[src/design/rv_pkg.sv]
package rv_pkg;

    // --------------------------------------------------
    // Widths and reset address
    // --------------------------------------------------
    localparam int XLEN       = 32;
    localparam int REG_ADDR_W = 5;

    localparam logic [XLEN-1:0] RESET_PC = 32'h0000_0000;  // First fetch address

    // --------------------------------------------------
    // Major opcodes from instruction bits 6 to 2
    // --------------------------------------------------
    typedef enum logic [4:0] {
        LOAD   = 5'b00000,
        OP_IMM = 5'b00100,
        AUIPC  = 5'b00101,
        STORE  = 5'b01000,
        OP     = 5'b01100,
        LUI    = 5'b01101,
        BRANCH = 5'b11000,
        JALR   = 5'b11001,
        JAL    = 5'b11011,
        OTHER  = 5'b11111   // Anything not kept retires as a no-op
    } mopcode_e;

    // ALU operations
    typedef enum logic [3:0] {
        ALU_ADD,
        ALU_SUB,
        ALU_SLL,
        ALU_SLT,
        ALU_SLTU,
        ALU_XOR,
        ALU_SRL,
        ALU_SRA,
        ALU_OR,
        ALU_AND,
        ALU_PASS_B
    } alu_op_e;

    // Sequencer states with one instruction in flight
    typedef enum logic [2:0] {
        FETCH,
        DECODE,
        EXECUTE,
        MEMORY,
        WRITEBACK
    } core_state_e;

    // Transfer size coded as funct3[1:0]
    typedef enum logic [1:0] {
        BYTE = 2'b00,
        HALF = 2'b01,
        WORD = 2'b10
    } tsize_e;

endpackage

[src/design/rv_stage_if.sv]
`timescale 1ns/10ps

interface rv_stage_if import rv_pkg::*; ();

    // Decoded bundle
    mopcode_e              opcode;
    logic [2:0]            funct3;
    alu_op_e               alu_op;
    logic [XLEN-1:0]       imm;
    logic [REG_ADDR_W-1:0] rd;
    logic                  rf_wr;
    logic [XLEN-1:0]       rs1_data;
    logic [XLEN-1:0]       rs2_data;

    // Execute results
    logic [XLEN-1:0]       alu_out;
    logic [XLEN-1:0]       mem_addr;
    logic [XLEN-1:0]       next_pc;

    // Phase strobes
    logic                  decode_en;
    logic                  execute_en;
    logic                  wb_en;

    modport decode (output opcode, funct3, alu_op, imm, rd, rf_wr, rs1_data, rs2_data,
                    input decode_en);
    modport execute (input opcode, funct3, alu_op, imm, rs1_data, rs2_data, execute_en,
                     output alu_out, mem_addr, next_pc);
    modport result (input opcode, funct3, imm, rd, rf_wr, alu_out, wb_en);
    modport sequencer (input opcode, next_pc, output decode_en, execute_en, wb_en);

endinterface

[src/design/rv_alu.sv]
`timescale 1ns/10ps

module rv_alu import rv_pkg::*; (
    input  alu_op_e         op_i,
    input  logic [XLEN-1:0] a_i,
    input  logic [XLEN-1:0] b_i,
    output logic [XLEN-1:0] result_o,
    output logic            carry_o,
    output logic            negative_o,
    output logic            zero_o,
    output logic            overflow_o
);

    logic [XLEN-1:0] diff;
    logic [4:0]      shamt;

    // a - b as a + ~b + 1
    // Carry out set means no borrow
    assign {carry_o, diff} = {1'b0, a_i} + {1'b0, ~b_i} + 33'd1;
    assign negative_o = diff[XLEN-1];
    assign zero_o     = (diff == '0);
    assign overflow_o = (a_i[XLEN-1] != b_i[XLEN-1]) && (diff[XLEN-1] != a_i[XLEN-1]);

    assign shamt = b_i[4:0];

    always_comb begin
        case (op_i)
            ALU_ADD:    result_o = a_i + b_i;
            ALU_SUB:    result_o = diff;
            ALU_SLL:    result_o = a_i << shamt;
            ALU_SLT:    result_o = {31'b0, negative_o ^ overflow_o};
            ALU_SLTU:   result_o = {31'b0, ~carry_o};
            ALU_XOR:    result_o = a_i ^ b_i;
            ALU_SRL:    result_o = a_i >> shamt;
            ALU_SRA:    result_o = $unsigned($signed(a_i) >>> shamt);
            ALU_OR:     result_o = a_i | b_i;
            ALU_AND:    result_o = a_i & b_i;
            ALU_PASS_B: result_o = b_i;  // LUI
            default:    result_o = '0;
        endcase
    end

endmodule

[src/design/rv_sequencer.sv]
`timescale 1ns/10ps

module rv_sequencer import rv_pkg::*; (
    input  logic            clk,
    input  logic            rst_n,
    output logic            ibus_req_o,
    output logic [XLEN-1:0] ibus_addr_o,
    input  logic            ibus_done_i,
    input  logic [XLEN-1:0] ibus_rdata_i,
    output logic            dbus_req_o,
    output logic            dbus_we_o,
    input  logic            dbus_done_i,
    output logic [XLEN-1:0] instr_o,
    output logic [XLEN-1:0] pc_o,
    rv_stage_if.sequencer   stage
);

    core_state_e     state, state_nxt;
    logic [XLEN-1:0] pc;
    logic [XLEN-1:0] instr_q;

    // --------------------------------------------------
    // State stepping
    // --------------------------------------------------
    always_comb begin
        state_nxt = state;
        case (state)
            FETCH:     if (ibus_done_i) state_nxt = DECODE;
            DECODE:    state_nxt = EXECUTE;
            EXECUTE: begin
                // Memory phase only for loads and stores
                if (stage.opcode == LOAD || stage.opcode == STORE)
                    state_nxt = MEMORY;
                else
                    state_nxt = WRITEBACK;
            end
            MEMORY:    if (dbus_done_i) state_nxt = WRITEBACK;
            WRITEBACK: state_nxt = FETCH;
            default:   state_nxt = FETCH;
        endcase
    end

    always_ff @(posedge clk or negedge rst_n) begin
        if (!rst_n) begin
            state <= FETCH;
            pc    <= RESET_PC;
        end else begin
            state <= state_nxt;
            if (state == WRITEBACK)
                pc <= stage.next_pc;  // Retire
        end
    end

    // Instruction register
    always_ff @(posedge clk) begin
        if (state == FETCH && ibus_done_i)
            instr_q <= ibus_rdata_i;
    end

    // --------------------------------------------------
    // Strobes and bus requests
    // --------------------------------------------------
    assign stage.decode_en  = (state == DECODE);
    assign stage.execute_en = (state == EXECUTE);
    assign stage.wb_en      = (state == WRITEBACK);

    assign ibus_req_o  = (state == FETCH);
    assign ibus_addr_o = pc;
    assign dbus_req_o  = (state == MEMORY);
    assign dbus_we_o   = (state == MEMORY) && (stage.opcode == STORE);

    assign instr_o = instr_q;
    assign pc_o    = pc;

endmodule

[src/design/rv_decode.sv]
`timescale 1ns/10ps

module rv_decode import rv_pkg::*; (
    input  logic                  clk,
    input  logic                  rst_n,
    input  logic [XLEN-1:0]       instr_i,
    output logic [REG_ADDR_W-1:0] rs1_addr_o,
    output logic [REG_ADDR_W-1:0] rs2_addr_o,
    input  logic [XLEN-1:0]       rs1_data_i,
    input  logic [XLEN-1:0]       rs2_data_i,
    rv_stage_if.decode            stage
);

    mopcode_e              opc;
    logic [2:0]            f3;
    logic [REG_ADDR_W-1:0] rd;
    logic [XLEN-1:0]       imm;
    alu_op_e               op;
    logic                  wr;

    assign rs1_addr_o = instr_i[19:15];
    assign rs2_addr_o = instr_i[24:20];
    assign f3         = instr_i[14:12];
    assign rd         = instr_i[11:7];

    // Non-32-bit encodings fall into OTHER
    always_comb begin
        opc = OTHER;
        if (instr_i[1:0] == 2'b11) begin
            case (instr_i[6:2])
                LOAD, OP_IMM, AUIPC, STORE, OP, LUI, BRANCH, JALR, JAL:
                    opc = mopcode_e'(instr_i[6:2]);
                default: opc = OTHER;
            endcase
        end
    end

    // --------------------------------------------------
    // Immediate formats
    // --------------------------------------------------
    always_comb begin
        case (opc)
            LOAD, OP_IMM, JALR: imm = {{20{instr_i[31]}}, instr_i[31:20]};
            STORE:  imm = {{20{instr_i[31]}}, instr_i[31:25], instr_i[11:7]};
            BRANCH: imm = {{19{instr_i[31]}}, instr_i[31], instr_i[7],
                           instr_i[30:25], instr_i[11:8], 1'b0};
            LUI, AUIPC: imm = {instr_i[31:12], 12'b0};
            JAL:    imm = {{11{instr_i[31]}}, instr_i[31], instr_i[19:12],
                           instr_i[20], instr_i[30:21], 1'b0};
            default: imm = '0;
        endcase
    end

    // ALU operation from funct3 and funct7 bit 5
    always_comb begin
        op = ALU_ADD;
        if (opc == OP || opc == OP_IMM) begin
            case (f3)
                3'b000: op = (opc == OP && instr_i[30]) ? ALU_SUB : ALU_ADD;
                3'b001: op = ALU_SLL;
                3'b010: op = ALU_SLT;
                3'b011: op = ALU_SLTU;
                3'b100: op = ALU_XOR;
                3'b101: op = instr_i[30] ? ALU_SRA : ALU_SRL;
                3'b110: op = ALU_OR;
                default: op = ALU_AND;
            endcase
        end else if (opc == BRANCH) begin
            op = ALU_SUB;     // Compare through the flags
        end else if (opc == LUI) begin
            op = ALU_PASS_B;
        end
    end

    assign wr = (opc inside {LOAD, OP_IMM, AUIPC, OP, LUI, JALR, JAL}) && (rd != '0);

    // --------------------------------------------------
    // Registered bundle
    // --------------------------------------------------
    always_ff @(posedge clk or negedge rst_n) begin
        if (!rst_n) begin
            stage.opcode <= OTHER;
            stage.funct3 <= '0;
            stage.alu_op <= ALU_ADD;
            stage.rd     <= '0;
            stage.rf_wr  <= 1'b0;
        end else if (stage.decode_en) begin
            stage.opcode <= opc;
            stage.funct3 <= f3;
            stage.alu_op <= op;
            stage.rd     <= rd;
            stage.rf_wr  <= wr;
        end
    end

    always_ff @(posedge clk) begin
        if (stage.decode_en) begin
            stage.imm      <= imm;
            stage.rs1_data <= rs1_data_i;
            stage.rs2_data <= rs2_data_i;
        end
    end

endmodule

[src/design/rv_regfile.sv]
`timescale 1ns/10ps

module rv_regfile import rv_pkg::*; (
    input  logic                  clk,
    input  logic                  rst_n,
    input  logic [REG_ADDR_W-1:0] rs1_addr_i,
    input  logic [REG_ADDR_W-1:0] rs2_addr_i,
    input  logic [REG_ADDR_W-1:0] rd_addr_i,
    input  logic                  wr_en_i,
    input  logic [XLEN-1:0]       wr_data_i,
    output logic [XLEN-1:0]       rs1_data_o,
    output logic [XLEN-1:0]       rs2_data_o
);

    // No storage behind x0
    logic [XLEN-1:0] regs [1:31];

    always_ff @(posedge clk or negedge rst_n) begin
        if (!rst_n) begin
            for (int i = 1; i < 32; i++)
                regs[i] <= '0;
        end else if (wr_en_i && rd_addr_i != '0) begin
            regs[rd_addr_i] <= wr_data_i;
        end
    end

    // Asynchronous read ports
    assign rs1_data_o = (rs1_addr_i == '0) ? '0 : regs[rs1_addr_i];
    assign rs2_data_o = (rs2_addr_i == '0) ? '0 : regs[rs2_addr_i];

endmodule

[src/design/rv_execute.sv]
`timescale 1ns/10ps

module rv_execute import rv_pkg::*; (
    input  logic            clk,
    input  logic            rst_n,
    input  logic [XLEN-1:0] pc_i,
    output logic [XLEN-1:0] dbus_addr_o,
    output logic [XLEN-1:0] dbus_wdata_o,
    output tsize_e          dbus_size_o,
    rv_stage_if.execute     stage
);

    logic [XLEN-1:0] alu_b;
    logic [XLEN-1:0] alu_res;
    logic            c, n, z, v;
    logic [XLEN-1:0] addr_sum;
    logic            taken;
    logic [XLEN-1:0] npc;

    // Immediate operand for OP_IMM and LUI
    assign alu_b = (stage.opcode inside {OP_IMM, LUI}) ? stage.imm : stage.rs2_data;

    rv_alu i_alu (
        .op_i       (stage.alu_op),
        .a_i        (stage.rs1_data),
        .b_i        (alu_b),
        .result_o   (alu_res),
        .carry_o    (c),
        .negative_o (n),
        .zero_o     (z),
        .overflow_o (v)
    );

    assign addr_sum = stage.rs1_data + stage.imm;  // Load, store and JALR target

    // --------------------------------------------------
    // Branch decision and next PC
    // --------------------------------------------------
    always_comb begin
        case (stage.funct3)
            3'b000:  taken = z;          // BEQ
            3'b001:  taken = !z;         // BNE
            3'b100:  taken = n ^ v;      // BLT
            3'b101:  taken = !(n ^ v);   // BGE
            3'b110:  taken = !c;         // BLTU
            3'b111:  taken = c;          // BGEU
            default: taken = 1'b0;
        endcase
    end

    always_comb begin
        case (stage.opcode)
            BRANCH:  npc = taken ? pc_i + stage.imm : pc_i + 32'd4;
            JAL:     npc = pc_i + stage.imm;
            JALR:    npc = {addr_sum[XLEN-1:1], 1'b0};
            default: npc = pc_i + 32'd4;
        endcase
    end

    always_ff @(posedge clk or negedge rst_n) begin
        if (!rst_n)
            stage.next_pc <= RESET_PC;
        else if (stage.execute_en)
            stage.next_pc <= npc;
    end

    // Results held through MEMORY and WRITEBACK
    always_ff @(posedge clk) begin
        if (stage.execute_en) begin
            stage.alu_out  <= alu_res;
            stage.mem_addr <= addr_sum;
            dbus_wdata_o   <= stage.rs2_data;  // Full rs2 value unshifted
            dbus_size_o    <= tsize_e'(stage.funct3[1:0]);
        end
    end

    assign dbus_addr_o = stage.mem_addr;

endmodule

[src/design/rv_result.sv]
`timescale 1ns/10ps

module rv_result import rv_pkg::*; (
    input  logic                  clk,
    input  logic                  rst_n,
    input  logic                  dbus_done_i,
    input  logic [XLEN-1:0]       dbus_rdata_i,
    input  logic [XLEN-1:0]       pc_i,
    output logic [REG_ADDR_W-1:0] rd_addr_o,
    output logic                  wr_en_o,
    output logic [XLEN-1:0]       wr_data_o,
    rv_stage_if.result            stage
);

    logic [XLEN-1:0] load_q;
    logic [XLEN-1:0] load_ext;

    // Right-aligned read data taken in the done cycle
    always_ff @(posedge clk or negedge rst_n) begin
        if (!rst_n)
            load_q <= '0;
        else if (dbus_done_i)
            load_q <= dbus_rdata_i;
    end

    always_comb begin
        case (stage.funct3)
            3'b000:  load_ext = {{24{load_q[7]}}, load_q[7:0]};    // LB
            3'b001:  load_ext = {{16{load_q[15]}}, load_q[15:0]};  // LH
            3'b100:  load_ext = {24'b0, load_q[7:0]};              // LBU
            3'b101:  load_ext = {16'b0, load_q[15:0]};             // LHU
            default: load_ext = load_q;                            // LW
        endcase
    end

    // --------------------------------------------------
    // Writeback value
    // --------------------------------------------------
    always_comb begin
        case (stage.opcode)
            LOAD:            wr_data_o = load_ext;
            OP, OP_IMM, LUI: wr_data_o = stage.alu_out;
            AUIPC:           wr_data_o = pc_i + stage.imm;
            JAL, JALR:       wr_data_o = pc_i + 32'd4;  // Link address
            default:         wr_data_o = '0;
        endcase
    end

    assign rd_addr_o = stage.rd;
    assign wr_en_o   = stage.rf_wr && stage.wb_en;

endmodule

[src/design/rv_core.sv]
`timescale 1ns/10ps

module rv_core import rv_pkg::*; (
    input  logic            clk,
    input  logic            rst_n,
    // Instruction bus
    output logic            ibus_req_o,
    output logic [XLEN-1:0] ibus_addr_o,
    input  logic            ibus_done_i,
    input  logic [XLEN-1:0] ibus_rdata_i,
    // Data bus
    output logic            dbus_req_o,
    output logic            dbus_we_o,
    output tsize_e          dbus_size_o,
    output logic [XLEN-1:0] dbus_addr_o,
    output logic [XLEN-1:0] dbus_wdata_o,
    input  logic            dbus_done_i,
    input  logic [XLEN-1:0] dbus_rdata_i
);

    logic [XLEN-1:0]       instr, pc;
    logic [REG_ADDR_W-1:0] rs1_addr, rs2_addr, rd_addr;
    logic [XLEN-1:0]       rs1_data, rs2_data, wr_data;
    logic                  wr_en;

    rv_stage_if stage ();

    rv_sequencer i_sequencer (
        .clk, .rst_n, .ibus_req_o, .ibus_addr_o, .ibus_done_i, .ibus_rdata_i,
        .dbus_req_o, .dbus_we_o, .dbus_done_i,
        .instr_o (instr), .pc_o (pc), .stage (stage.sequencer)
    );

    rv_decode i_decode (
        .clk, .rst_n, .instr_i (instr),
        .rs1_addr_o (rs1_addr), .rs2_addr_o (rs2_addr),
        .rs1_data_i (rs1_data), .rs2_data_i (rs2_data), .stage (stage.decode)
    );

    rv_regfile i_regfile (
        .clk, .rst_n, .rs1_addr_i (rs1_addr), .rs2_addr_i (rs2_addr),
        .rd_addr_i (rd_addr), .wr_en_i (wr_en), .wr_data_i (wr_data),
        .rs1_data_o (rs1_data), .rs2_data_o (rs2_data)
    );

    rv_execute i_execute (
        .clk, .rst_n, .pc_i (pc), .dbus_addr_o, .dbus_wdata_o, .dbus_size_o,
        .stage (stage.execute)
    );

    rv_result i_result (
        .clk, .rst_n, .dbus_done_i, .dbus_rdata_i, .pc_i (pc),
        .rd_addr_o (rd_addr), .wr_en_o (wr_en), .wr_data_o (wr_data),
        .stage (stage.result)
    );

endmodule

[config.mk]
export PLATFORM = sky130hd
export DESIGN_NAME = rv_core
export DESIGN_NICKNAME = d
export VERILOG_FILES = /design/src/design/rv_pkg.sv /design/src/design/rv_stage_if.sv /design/src/design/rv_alu.sv /design/src/design/rv_sequencer.sv /design/src/design/rv_decode.sv /design/src/design/rv_regfile.sv /design/src/design/rv_execute.sv /design/src/design/rv_result.sv /design/src/design/rv_core.sv
export SDC_FILE = /design/constraint.sdc
export NUM_CORES = 2
export LEC_CHECK = 0
export BUFFER_PORTS_ARGS = -buffer_cell sky130_fd_sc_hd__buf_2
export CELL_PAD_IN_SITES_DETAIL_PLACEMENT = 0
export CELL_PAD_IN_SITES_GLOBAL_PLACEMENT = 1
export CORE_MARGIN = 5
export CORE_UTILIZATION = 49
export DETAILED_ROUTE_END_ITERATION = 10
export HOLD_SLACK_MARGIN = 0.08
export PLACE_DENSITY_LB_ADDON = 0.25
export SLEW_MARGIN = 20
export SYNTH_ARGS = -nofsm -noshare
export SYNTH_HDL_FRONTEND = slang
export SYNTH_SLANG_ARGS = --single-unit
export TNS_END_PERCENT = 50
[constraint.sdc]
create_clock -name clk -period 8.4 [get_ports clk]
set_input_delay 1.26 -clock clk [delete_from_list [all_inputs] [get_ports clk]]
set_output_delay 1.26 -clock clk [all_outputs]
set_load 0.02 [all_outputs]
### After elaboration in Yosys (flattened, before gate mapping)

Cells that the tools add are included.

* register bits: 1335
* latch bits: 0
* RAM bits: 0
* ROM bits: 0
* logic and storage cells: 186
* memories: 0

* add/sub/neg operators: 6
* multiply operators: 0
* divide/modulo/power cells: 0
* $lt $le $gt $ge: 4
* equal/unequal tests: 54
* shifts and indexed selects: 3
* muxes and demuxes: 29
* bitwise operators: 9
* reduce and logical (&&, ||, !) cells: 33

Operators by type and width (count)
* 992-bit bitwise mux: 1
* 32-bit case mux with 11 select lines: 1
* 32-bit binary-select mux with 5-bit select: 2
* 32-bit case mux with 4 select lines: 2
* 32-bit 2-to-1 mux: 7
* 32-bit demux with 5-bit select: 1
* 32-bit case mux with 5 select lines: 1
* 32-bit adder: 3
* 32-bit case mux with 3 select lines: 1
* 5-bit by 4-bit equality test with 1-bit output, second input constant: 9
* 5-bit equality test, second input constant: 9
* 32-bit by 32-bit adder with 33-bit output: 1
* 33-bit by 1-bit adder with 33-bit output, second input constant: 1
* 32-bit by 3-bit adder with 32-bit output, second input constant: 1
* 32-bit bitwise AND: 1
* 32-bit logical NOT: 1
* 32-bit inverter: 1
* 32-bit bitwise OR: 1
* 32-bit by 5-bit left shift with 32-bit output: 1
* 32-bit by 5-bit >> shifter with 32-bit output: 1
* 32-bit by 5-bit >>> shifter with 32-bit output: 1
* 32-bit bitwise XOR: 1
* 5-bit by 3-bit equality test with 1-bit output, second input constant: 6
* 4-bit case mux with 7 select lines: 1
* 34 further kinds: 83

### Logic depth before layout (Yosys ltp)

* word-level depth: 13
* mapped depth: 34
* mapped depth without buffers: 29

### By module

From an unflattened synthesis, not the netlist that was laid out.

* cell total of the unflattened synthesis: 6990
* area, all modules: 82973.3 um^2

By module, submodules not included
* rv_regfile: times used 1, cells each 3779, area each 53543.9 um^2, sequential area each 24823.8 um^2
* rv_execute: times used 1, cells each 896, area each 9161.3 um^2, sequential area each 3743.6 um^2
* rv_alu: times used 1, cells each 1365, area each 8991.1 um^2, sequential area each 0.0 um^2
* rv_decode: times used 1, cells each 262, area each 4330.4 um^2, sequential area each 3339.5 um^2
* rv_result: times used 1, cells each 533, area each 4322.9 um^2, sequential area each 800.8 um^2
* rv_sequencer: times used 1, cells each 155, area each 2623.8 um^2, sequential area each 1836.8 um^2

### Worst setup path after synthesis

No wires, ideal clock.

* path type: reg2reg
* start point: register i_decode.stage.opcode[2]
* end point: register i_execute.stage.next_pc[13]
* library setup time: 133 ps
* arrival time: 7587 ps
* path slack: 681 ps
* cell stages (with the launch flop): 33
* buffers on the path: 4
* path through: dfstp_2 > or3b_4 > nor2_2 > mux2i_1 > inv_2 > buf_1 > clkbuf_1 > ha_1 > buf_2 > nor3b_1 > or4_4 > and3b_4 > o31ai_4 > nand4b_1 > a31oi_1 > o21bai_1 > a21oi_1 > o21bai_1 > fa_1 > nor2_1 > nand2_1 > a31oi_1 > nand4_1 > a221oi_1 > nand3_1 > nor4_2 > o2111ai_1 > nor4_4 > mux2i_1 > nor2_2 > buf_4 > and3_1 > o32a_1

* word-level cells in the longest chain between the ends: 13
* elaborated cells on any way between the ends: 21
* classes of those cells: 2 x add/sub; 7 x eq/ne; 4 x mux; 2 x bitwise; 6 x reduce/logical

Ends and longest elaborated chain
* start, declared: RTL line rv_stage_if.sv:25 `modport decode (output opcode, funct3, alu_op, imm, rd, rf_wr, rs1_data, rs2_data,`
* start signal, assigned: RTL line rv_decode.sv:88 `stage.opcode <= opc;`
* 5-bit by 3-bit equality test with 1-bit output or 5-bit by 4-bit equality test with 1-bit output (tied branches): RTL line rv_execute.sv:21 `assign alu_b = (stage.opcode inside {OP_IMM, LUI}) ? stage.imm : stage.rs2_data;`
* 2-bit nonzero test: RTL line rv_execute.sv:21
* 32-bit 2-to-1 mux: RTL line rv_execute.sv:21
* 32-bit inverter: RTL line rv_alu.sv:19 `assign {carry_o, diff} = {1'b0, a_i} + {1'b0, ~b_i} + 33'd1;`
* 32-bit by 32-bit adder with 33-bit output: RTL line rv_alu.sv:19
* 33-bit by 1-bit adder with 33-bit output: RTL line rv_alu.sv:19
* 1-bit inequality test: RTL line rv_alu.sv:22 `assign overflow_o = (a_i[XLEN-1] != b_i[XLEN-1]) && (diff[XLEN-1] != a_i[XLEN-1]);`
* 1-bit logical AND: RTL line rv_alu.sv:22
* 1-bit bitwise XOR: RTL line rv_execute.sv:43, rv_execute.sv:44
* 1-bit logical NOT: RTL line rv_execute.sv:44 `3'b101: taken = !(n ^ v);`
* 1-bit case mux with 6 select lines: RTL line rv_execute.sv:40 `case (stage.funct3)`
* 32-bit 2-to-1 mux: RTL line rv_execute.sv:53 `BRANCH: npc = taken ? pc_i + stage.imm : pc_i + 32'd4;`
* 32-bit case mux with 3 select lines (*): RTL line rv_execute.sv:52 `case (stage.opcode)`
* end signal, assigned: RTL line rv_execute.sv:64 `stage.next_pc <= npc;`
* end, declared: RTL line rv_stage_if.sv:28 `output alu_out, mem_addr, next_pc);`

Mark *: on every way between the ends. The rest lies on a longest branch, timed or not.
A chain may end at the register's enable or synchronous reset.

### Worst setup path in the final report

* start point: register i_decode.stage.opcode[2]
* end point: register i_execute.stage.next_pc[8]

The elaborated chain is that of the path after synthesis.

==> results by group <==
Outcome
  • Status: complete, no violations

Synthesis
  • Synth cell types: 96
  • Synth top area cells: dfrtp_1 (36%), mux4_2 (17%), edfxtp_1 (8.9%), o21ai_0 (7.7%), nand2_1 (6.1%)
  • Asr flop ratio synth: 0.831
  • Seq cells post-synth: 1,335
  • Mapped Area: 0.0767 mm²
  • Yosys Warn Count: 0
  • Post-synth EDFFs: 226
  • Syn Area/Cell: 10.9 µm²
  • Synth Flop Type: dfrtp_1
  • Biggest area consumer among synthesized cells: dfrtp_1
  • Part of the Yosys area used for sequential elements: 0.451
  • Synthesized net count: 7,288
  • Synth top area share: 0.360
  • Post-Synthesis Cells: 7,063

Clocking
  • Clk_lat worst skew: 820 ps
  • Hold-fix buffers, CTS: 0
  • CTS buffer count: 153
  • Clock sink count: 1,335
  • CTS Root Cell: clkbuf_16
  • Clock Pin Slew Worst Setup and Hold Paths: 60 ps
  • Deepest clock path buffer count: 3
  • H-tree Lvls: 4
  • CTS tree: built

Global route
  • First-pass GRT wire length: 435 mm
  • Largest net degree at the start of global routing: 162
  • GRT Util Overall: 0.366
  • Vias in the first global route: 59,700
  • Gr ovfl total: 0
  • Initial antenna violation count: 24

Route
  • DR vias/cell: 6.60
  • Post-route ant nets: 0
  • Drt pass-1 iters: 5
  • Via Count: 60,700
  • # DRC: 0
  • Wire per inst: 32.7 µm
  • Drt initial violations: 6,878
  • Aggregate routed wire length: 301 mm

Timing
  • Tmin final: 7980 ps
  • Smallest hold slack: 436 ps
  • Rel. slew slack: 0.152
  • Fmax: 0.125 GHz
  • Final Hold Violating Endpoints: 0
  • Setup Viol. Count Final: 0
  • Worst-Margin Slew: 1260 ps
  • Total negative setup slack: 0 ps
  • Pins Over Slew Limit: 0
  • RSZ-0062 raised after global routing: no
  • Clk_skew: 42.8 ps
  • Tcrit/Tclk final: 0.950

Power and ir drop
  • Lkg Pwr: 35.6 nW
  • Worst VDD drop: 0.338 mV
  • Pwr dens: 307 mW/mm²
  • Total chip power: 0.0262 W

Floorplanning
  • Die X: 406 µm
  • FP Rows: 145
  • Top-Level Pins: 169
  • Core Footprint: 0.156 mm²
  • Starting Density: 0.492
  • Die Y: 406 µm
  • Die area: 0.164 mm²

Placed design
  • Post-DP HPWL: 203 mm
  • # port buffers: 168
  • Routability cong.: 1.02

Cells and area
  • Area grow syn2layout: 11.5%
  • Util after Layout: 0.549
  • Commonest non-fill, non-tap cell in the layout: nand2_1
  • Share of cells above drive strength 1: 0.221
  • Fill count: 13,500
  • Final net count: 7,222
  • Leading cell types in the layout, fill and taps excluded: nand2_1 (1,211), o21ai_0 (1,171), dfrtp_1 (1,104)

Worst setup path
  • Slowest cell on the critical path: dfstp_2
  • Worst path most repeated cell: buf_4
  • CP Launch Type: register
  • Required time worst endpoint: 9110 ps
  • Crit path max fanout: 12
  • Crit end category: register
  • WP data arrival: 8690 ps
  • Critical path class: reg -> reg
  • Max stage delay on crit path: 580 ps

Hold path
  • Worst Hold Class: reg -> reg

Job
  • Max Cap Viol: 0
-- registers in the layout (all words and copies together), names as in the netlist, 32 cells and up --
signal,cells
i_decode.stage.imm,32
i_sequencer.instr_o,32
i_execute.stage.alu_out,32
i_decode.stage.rs2_data,32
i_decode.stage.rs1_data,32
i_sequencer.ibus_addr_o,32
i_regfile.regs,992
i_execute.dbus_addr_o,32
i_result.load_q,32
i_execute.dbus_wdata_o,32
i_execute.stage.next_pc,32
-- per-layer routing --
metal  routed length [µm]  up-vias  track usage
li1                     -    26100            -
met1               124000    31000        0.512
met2               135000     2940        0.560
met3                25900      640       0.0748
met4                15100        6        0.158
met5                  140        -      0.00535
-- worst max-delay path: cells and delay by family (launching register included) --
kind / cells / cell delay, ps
simple gates: 13 / 3110
flops: 1 / 580
buf+inv: 4 / 760
mux: 2 / 830
fa+ha+maj: 2 / 890
compound gates: 9 / 1680
-- area by class of cell --
type | instances | area [µm²] | area share
tap | 2058 | 2570 | 0.0301
timing repair buffer | 384 | 2720 | 0.0318
inverter | 128 | 485 | 0.00568
clock buffer | 229 | 4540 | 0.0531
clock inverter | 56 | 626 | 0.00731
multi-input combinational | 4995 | 40000 | 0.468
sequential | 1335 | 34500 | 0.404
antenna | 12 | 30.0 | 0.000351
-- synth_stat cells, drive strengths merged, types with 26 or more instances --
cell / count
a21o: 63
a21oi: 211
a221oi: 51
a22o: 70
and3: 26
buf: 80
clkbuf: 525
dfrtp: 1104
edfxtp: 226
ha: 153
inv: 124
mux2: 199
mux2i: 110
mux4: 591
nand2: 1246
nand2b: 46
nand3: 54
nor2: 242
nor2b: 28
nor3: 51
o211ai: 56
o21ai: 1173
o21bai: 28
o221ai: 39
o22ai: 41
o31ai: 37
or3: 26
xnor2: 92
xor2: 34
-- stage by stage --
stage | worst slack (ps) | std cells | instance area [µm²]
5_1_grt | 58.9 | 9189 | 85500
2_1_floorplan | 681 | 7063 | 76700
4_1_cts | 333 | 9185 | 85400
3_5_place_dp | 396 | 8900 | 80300
3_3_place_gp | 413 | 8898 | 80200
6_report | 418 | 9197 | 85500
-- worst paths after layout --
path	start	slack, ps	endpoint	cells after the start
min in group asynchronous	rst_n	460	i_sequencer.state[1]	1
worst min-delay path	i_decode.stage.rs2_data[6]	440	i_execute.dbus_wdata_o[6]	0
worst max-delay path	i_decode.stage.opcode[2]	420	i_execute.stage.next_pc[8]	30
worst max register to register	i_decode.stage.opcode[2]	420	i_execute.stage.next_pc[8]	30
max in group asynchronous	rst_n	5980	i_regfile.regs[180]	3
worst min register to register	i_decode.stage.rs2_data[6]	440	i_execute.dbus_wdata_o[6]	0
-- report_power, final --
group | switching [W] | internal, W
logic | 0.00761 | 0.00355
registers | 0.000786 | 0.00739
clock network | 0.00294 | 0.00393
total | 0.0113 | 0.0149
-- cell families (layout without fill, tap and decap cells) --
family | after synthesis | after routing | synth area share
xor gates and xnor gates | 126 | 126 | 0.0144
AOI/OAI and AO/OA | 1998 | 1998 | 0.156
and+or+nand+nor | 1814 | 1814 | 0.0996
other | 0 | 12 | 0
buffers and inverters | 733 | 797 | 0.0362
muxes | 900 | 900 | 0.217
DFF | 1335 | 1335 | 0.451
adders and majority gates | 157 | 157 | 0.0260
-- repair_timing --
item,4_1_cts,5_1_grt
setup endpoints to repair,0,23
resized for setup,0,7
buffers inserted,0,0
No activity file was read; power rests on OpenSTA's default activity.
